`src/arch_pkg.sv`:
```
`default_nettype none

package arch_pkg;

  // data word width
  localparam int XLEN = 32;

  // architectural register file
  localparam int NUM_REGS  = 32;
  localparam int REG_IDX_W = 5;

  // producer tags; value 0 is reserved for "ready"
  localparam int TAG_W    = 4;
  localparam int NUM_TAGS = 16;

  // register index
  typedef logic [REG_IDX_W-1:0] reg_idx_t;

  // producer tag of an in-flight result
  typedef logic [TAG_W-1:0] tag_t;

  // data word
  typedef logic [XLEN-1:0] word_t;

  // no pending producer
  localparam tag_t TAG_READY = tag_t'(0);

endpackage

`default_nettype wire

```
`src/bus_pkg.sv`:
```
`default_nettype none

package bus_pkg;

  import arch_pkg::*;

  // instruction at the issue stage
  typedef struct packed {
    // request present this cycle
    logic     valid;
    // destination, 0 means no write-back
    reg_idx_t rd;
    // source operands
    reg_idx_t rs1;
    reg_idx_t rs2;
  } issue_req_t;

  // destination rename, from the tag pool into the status file
  typedef struct packed {
    // asserted when a destination is renamed this cycle
    logic     write;
    reg_idx_t rd;
    // freshly granted tag
    tag_t     tag;
  } rename_t;

  // common data bus broadcast
  typedef struct packed {
    logic     active;
    // tag of the finishing result
    tag_t     tag;
    // destination register of that result
    reg_idx_t rd;
    word_t    val;
  } cdb_t;

  // one source operand
  typedef struct packed {
    // tag to wait for, or TAG_READY
    tag_t  q;
    // value, only meaningful when q is TAG_READY
    word_t v;
  } operand_t;

endpackage

`default_nettype wire

```
`src/operand_bypass.sv`:
```
`timescale 1ns/1ps
`default_nettype none

module operand_bypass
  import arch_pkg::*, bus_pkg::*;
(
  input  wire cdb_t     cdb,
  input  wire operand_t raw,
  output operand_t      fwd
);

  logic hit;

  // operand waits on exactly the tag being broadcast now
  assign hit = cdb.active && (raw.q != TAG_READY) && (raw.q == cdb.tag);

  always_comb begin
    if (hit) begin
      // take the result straight off the bus
      fwd.q = TAG_READY;
      fwd.v = cdb.val;
    end else begin
      fwd = raw;
    end
  end

endmodule

`default_nettype wire

```
`src/reg_status_file.sv`:
```
`timescale 1ns/1ps
`default_nettype none

module reg_status_file
  import arch_pkg::*, bus_pkg::*;
(
  input  wire logic       clk_in,
  input  wire logic       rst_in,
  input  wire logic       rdy_in,
  input  wire logic       flush,
  // only the source indices and valid are used here
  input  wire issue_req_t issue,
  input  wire rename_t    rename,
  input  wire cdb_t       cdb,
  output operand_t        rd1,
  output operand_t        rd2
);

  // architectural values
  word_t value_q [NUM_REGS];
  // producer tag per register
  tag_t  tag_q   [NUM_REGS];

  // one combinational read port
  // value is only handed out once the register is ready
  function automatic operand_t read_port(input logic en, input reg_idx_t idx);
    operand_t op;
    op.q = en ? tag_q[idx] : TAG_READY;
    op.v = (en && op.q == TAG_READY) ? value_q[idx] : '0;
    return op;
  endfunction

  // same-cycle reads
  always_comb begin
    rd1 = read_port(issue.valid, issue.rs1);
    rd2 = read_port(issue.valid, issue.rs2);
  end

  always_ff @(posedge clk_in) begin
    if (rst_in) begin
      // everything ready and zero
      for (int i = 0; i < NUM_REGS; i++) begin
        value_q[i] <= '0;
        tag_q[i]   <= TAG_READY;
      end
    end else if (rdy_in) begin
      if (flush) begin
        // mispredict, drop all pending producers
        // values already written stay
        for (int i = 0; i < NUM_REGS; i++) begin
          tag_q[i] <= TAG_READY;
        end
      end else begin
        // result write-back
        // x0 is hardwired, never touched
        if (cdb.active && cdb.rd != '0) begin
          value_q[cdb.rd] <= cdb.val;
          // only clear if this broadcast is still the latest producer
          if (tag_q[cdb.rd] == cdb.tag) begin
            tag_q[cdb.rd] <= TAG_READY;
          end
        end
        // rename comes last so it wins over a clear on the same register
        if (rename.write && rename.rd != '0) begin
          tag_q[rename.rd] <= rename.tag;
        end
      end
    end
    // rdy_in low: hold everything
  end

endmodule

`default_nettype wire

```
`src/tag_pool.sv`:
```
`timescale 1ns/1ps
`default_nettype none

module tag_pool
  import arch_pkg::*, bus_pkg::*;
(
  input  wire logic       clk_in,
  input  wire logic       rst_in,
  input  wire logic       rdy_in,
  input  wire logic       flush,
  input  wire issue_req_t issue,
  input  wire cdb_t       cdb,
  output rename_t         rename,
  output tag_t            issue_tag,
  output logic            issue_stall
);

  // bit t set means tag t is free; tag 0 is never allocated
  logic [NUM_TAGS-1:1] free_q;
  logic [NUM_TAGS-1:1] free_next;

  logic need_tag;
  logic any_free;
  logic grant;
  tag_t pick;

  // destination wants a tag, x0 never does
  assign need_tag = issue.valid && (issue.rd != '0);
  assign any_free = |free_q;

  // lowest free tag
  // scan downward so the lowest set bit is the last one written
  always_comb begin
    pick = TAG_READY;
    for (int t = NUM_TAGS - 1; t >= 1; t--) begin
      if (free_q[t]) begin
        pick = tag_t'(t);
      end
    end
  end

  // no grant while paused or flushing
  assign grant = need_tag && any_free && rdy_in && !flush;

  assign issue_tag   = grant ? pick : TAG_READY;
  assign issue_stall = need_tag && !any_free;

  // tell the status file which register gets renamed
  assign rename.write = grant;
  assign rename.rd    = issue.rd;
  assign rename.tag   = pick;

  always_comb begin
    free_next = free_q;
    // broadcast returns its tag
    if (cdb.active && cdb.tag != TAG_READY) begin
      free_next[cdb.tag] = 1'b1;
    end
    // grant applied last, keeps the tag allocated
    if (grant) begin
      free_next[pick] = 1'b0;
    end
  end

  always_ff @(posedge clk_in) begin
    if (rst_in) begin
      free_q <= '1;
    end else if (rdy_in) begin
      // flush releases the whole pool
      free_q <= flush ? '1 : free_next;
    end
  end

endmodule

`default_nettype wire

```
`src/rename_core.sv`:
```
`timescale 1ns/1ps
`default_nettype none

module rename_core
  import arch_pkg::*, bus_pkg::*;
(
  input  wire logic       clk_in,
  input  wire logic       rst_in,
  input  wire logic       rdy_in,
  // mispredict
  input  wire logic       flush,
  input  wire issue_req_t issue,
  input  wire cdb_t       cdb,
  output operand_t        src1,
  output operand_t        src2,
  output tag_t            issue_tag,
  output logic            issue_stall
);

  rename_t  rename;
  // operands before forwarding
  operand_t rd1;
  operand_t rd2;

  // allocator, decides when a destination is renamed
  tag_pool u_pool (
    .clk_in      (clk_in),
    .rst_in      (rst_in),
    .rdy_in      (rdy_in),
    .flush       (flush),
    .issue       (issue),
    .cdb         (cdb),
    .rename      (rename),
    .issue_tag   (issue_tag),
    .issue_stall (issue_stall)
  );

  reg_status_file u_rsf (
    .clk_in (clk_in),
    .rst_in (rst_in),
    .rdy_in (rdy_in),
    .flush  (flush),
    .issue  (issue),
    .rename (rename),
    .cdb    (cdb),
    .rd1    (rd1),
    .rd2    (rd2)
  );

  // same-cycle CDB forwarding per source
  operand_bypass u_byp1 (
    .cdb (cdb),
    .raw (rd1),
    .fwd (src1)
  );

  operand_bypass u_byp2 (
    .cdb (cdb),
    .raw (rd2),
    .fwd (src2)
  );

endmodule

`default_nettype wire

```
`config.mk`:
```
export PLATFORM = sky130hd
export DESIGN_NAME = rename_core
export DESIGN_NICKNAME = d
export VERILOG_FILES = /design/src/arch_pkg.sv /design/src/bus_pkg.sv /design/src/operand_bypass.sv /design/src/reg_status_file.sv /design/src/tag_pool.sv /design/src/rename_core.sv
export SDC_FILE = /design/constraint.sdc
export NUM_CORES = 2
export LEC_CHECK = 0
export BUFFER_PORTS_ARGS = -buffer_cell sky130_fd_sc_hd__buf_2
export CORE_MARGIN = 2
export CORE_UTILIZATION = 35
export DETAILED_ROUTE_END_ITERATION = 7
export GPL_ROUTABILITY_DRIVEN = 0
export HOLD_SLACK_MARGIN = 0.02
export PLACE_DENSITY = 0.61
export SYNTH_ARGS = -nofsm -noshare
export SYNTH_HDL_FRONTEND = slang
export SYNTH_SLANG_ARGS = --single-unit
```
`constraint.sdc`:
```
create_clock -name clk_in -period 3.2 [get_ports clk_in]
set_input_delay 0.16 -clock clk_in [delete_from_list [all_inputs] [get_ports clk_in]]
set_output_delay 0.16 -clock clk_in [all_outputs]
set_load 0.02 [all_outputs]
```
==> impl_metrics.env <==
export IMPL_min_period_over_period_pct=124.8
export IMPL_cts_tree="done"
export IMPL_final_util_pct=41.32
export IMPL_critPathMaxStageDelay_ns=0.50
export IMPL_fin_ws_ns=-0.7922
export IMPL_core_area_um2=182500
export IMPL_worst_setup_path_end_kind="primary output"
export IMPL_crit_chain="mux4_2, a22o_1, o41ai_2, buf_4, or2b_1, nand2_2, o31ai_4, nor4_4, buf_12, buf_16, a22o_1, buf_2"
export IMPL_cpMostUsedCell="a22o_1"
export IMPL_peakVddDrop_uv=464.5
export IMPL_yosysSeqAreaShare_pct=54.40
export IMPL_clockBufferDepth=3
export IMPL_path_clk_slew_ns=0.06
export IMPL_grt_antenna_before_repair=17
export IMPL_postPlaceCellArea_um2=69640
export IMPL_maxCapViolations=0
export IMPL_async_flop_share_pct=0
export IMPL_grt_pass1_vias=41005
export IMPL_dp_hpwl_um=138000
export IMPL_io_buffers=138
export IMPL_skew_ns=0.05825
export IMPL_crit_path_max_fanout=11
export IMPL_critPathBufInv=4
export IMPL_clock_latency_ns=0.77
export IMPL_synth_xor_xnor_area_share_pct=0.1346
export IMPL_rows=157
export IMPL_synth_edf_count=1152
export IMPL_relSlewSlack_pct=33.45
export IMPL_power_density_nw_per_um2=499.2
export IMPL_status="finished, violations left"
export IMPL_cts_sinks=1167
export IMPL_r2r_cells=11
export IMPL_start_kind="flip-flop"
export IMPL_die_w_um=432.1
export IMPL_chipHeight_um=432.1
export IMPL_post_route_min_period_ns=3.992
export IMPL_grt_ovfl_total=0
export IMPL_drtAntennaViolNets=0
export IMPL_cts_buffers=118
export IMPL_crit_arrival_ns=3.83
export IMPL_drive_gt1_share_pct=35.67
export IMPL_rsz0062_at_grt="true"
export IMPL_critPathSlowestCell="mux4_2"
export IMPL_yosysUniqueCellTypes=79
export IMPL_synth_top_area_share_pct=53.93
export IMPL_fmax_mhz=250.5
export IMPL_start_util_pct=35.15
export IMPL_area_growth_syn_to_layout_pct=17.55
export IMPL_routed_wl_um=229200
export IMPL_synth_top_family_by_area="multiplexers"
export IMPL_avgSynthCellArea_um2=15.87
export IMPL_synthCells=4042
export IMPL_wl_per_cell_um=33.96
export IMPL_worst_pin_slew_ns=0.9961
export IMPL_h_tree_depth=3
export IMPL_drtIter0Drc=6275
export IMPL_finalHoldViolCount=0
export IMPL_dieArea_um2=186700
export IMPL_yosysWarnings=0
export IMPL_fillers=16013
export IMPL_first_pass_iters=6
export IMPL_clockRootBuffer="clkbuf_16"
export IMPL_layout_commonest_cell="edfxtp_1"
export IMPL_synth_top_cells_by_area="edfxtp_1 (54%), mux4_2 (25%), and2_1 (9.7%)"
export IMPL_yosys_area_share_simple_pct=12.24
export IMPL_cellLeakagePower_nw=25.58
export IMPL_synth_ff_type="edfxtp_1"
export IMPL_synth_fa_ha_area_share_pct=0
export IMPL_preCtsSetupSlack_ns=-0.1748
export IMPL_ys_ff_latch=1167
export IMPL_vias=41298
export IMPL_hp_class="input port to flip-flop"
export IMPL_fin_tns_setup_ns=-50.90
export IMPL_min_path_cells=4
export IMPL_cpLargestDelayFamily="compound AO/OA/AOI/OAI gates"
export IMPL_synthMuxAreaShare_pct=27.26
export IMPL_post_route_drc_count=0
export IMPL_grtUsageTotal_pct=24.19
export IMPL_crit_cells=12
export IMPL_grt_pass1_wl_um=318600
export IMPL_pin_count=139
export IMPL_grt_max_degree=125
export IMPL_critPathRequiredTime_ns=3.04
export IMPL_final_area_um2=75400
export IMPL_synth_largest_area_cell="edfxtp_1"
export IMPL_slew_violations=0
export IMPL_critical_path_class="flip-flop to primary output"
export IMPL_violations="setup timing"
export IMPL_synth_compound_gate_area_share_pct=2.905
export IMPL_via_per_inst=6.118
export IMPL_syn_cell_area_um2=64140
export IMPL_final_setup_viol_count=84
export IMPL_layout_common_cells="edfxtp_1 (1152), and2_1 (992), mux4_2 (702)"
export IMPL_finalNetCount=4320
## worst register-to-register path: cells and delay by family, from the launching register on
kind | cells | cell delay [ns]
multiplexers | 1 | 0.46
XOR/XNOR | 1 | 0.17
AO/OA/AOI/OAI | 2 | 0.35
flip-flops | 1 | 0.44
AND/OR/NAND/NOR | 3 | 0.76
buffers and inverters | 4 | 0.75
## sequential cells by signal, indices dropped and copies added, names as in the netlist
signal	cells
u_pool.free_q	15
u_rsf.value_q	1024
u_rsf.tag_q	128
## timing repair
| action | CTS | global route |
|---|---|---|
| endpoints found under the setup margin | 72 | 185 |
| endpoints found under the hold margin | 152 | 0 |
| resized for setup | 113 | 180 |
| buffers inserted | 18 | 5 |
| hold buffers | 12 | 0 |
| pin swaps | 7 | 10 |
| cloned | 2 | 7 |
## metal layers
metal	wire (um)	global-route usage (%)
met5	0	0
met4	12240	12.23
met3	24730	4.762
met2	108000	38.45
met1	84240	31.60
## kinds of logic (layout without fill, tap and decap cells)
family                    after synthesis  count (layout)
xor gates and xnor gates                9               9
DFF                                  1167            1167
other                                   1              45
muxes                                 824             824
buffers and inverters                 450             729
AOI/OAI and AO/OA                     257             257
and+or+nand+nor                      1334            1334
## report_power, final
group	internal [W]	switching (W)	leakage, nW	total (W)
clock	0.00783	0.00623	1.84	0.0141
sequential	0.0176	0.000419	11.2	0.0180
combinational	0.00253	0.00308	12.5	0.00561
## worst paths after layout
path	from	end	slack (ns)
worst max-delay path	u_rsf.tag_q[27][2]	src1[15]	-0.79
worst min-delay path	issue[10]	u_rsf.tag_q[28][1]	0.07
worst max register to register	u_rsf.tag_q[23][3]	u_rsf.tag_q[21][2]	-0.02
worst min register to register	u_pool.free_q[2]	u_pool.free_q[2]	0.56
## layout make-up
| class | count | area (um2) | area share, % |
|---|---|---|---|
| multi-input combinational | 2460 | 28650 | 38.00 |
| sequential | 1167 | 34890 | 46.28 |
| clock inverter | 63 | 704.4 | 0.9343 |
| antenna | 9 | 22.52 | 0.02987 |
| timing repair buffer | 495 | 4965 | 6.585 |
| inverter | 16 | 65.06 | 0.08629 |
| clock buffer | 155 | 3113 | 4.129 |
| tap | 2385 | 2984 | 3.958 |
## synthesized netlist by cell type (all sizes together) (5+ instances only)
master / n
o31ai: 34
mux2i: 62
a22oi: 19
or2: 34
nor2b: 7
nand2: 60
and2: 993
o21ai: 12
nor2: 154
a21oi: 76
nand3: 12
nor3: 18
a22o: 35
buf: 97
a31oi: 8
o2bb2ai: 32
and3: 6
nor3b: 5
dfxtp: 15
or3: 6
nor4: 7
nand4: 9
a311oi: 5
mux4: 727
clkbuf: 335
xnor2: 8
inv: 14
edfxtp: 1152
mux2: 35
## through the flow
step	hold slack (ns)	power, W	std cells
after detailed placement	0.5461	0.02347	6486
after CTS	0.02199	0.03749	6731
after global routing	0.08149	0.03853	6742
after global placement	0.5336	0.02342	6486
after floorplan	0.3582	0.02116	4077
final	0.06748	0.03764	6750
Note: power is estimated with default switching activity, not from simulation.
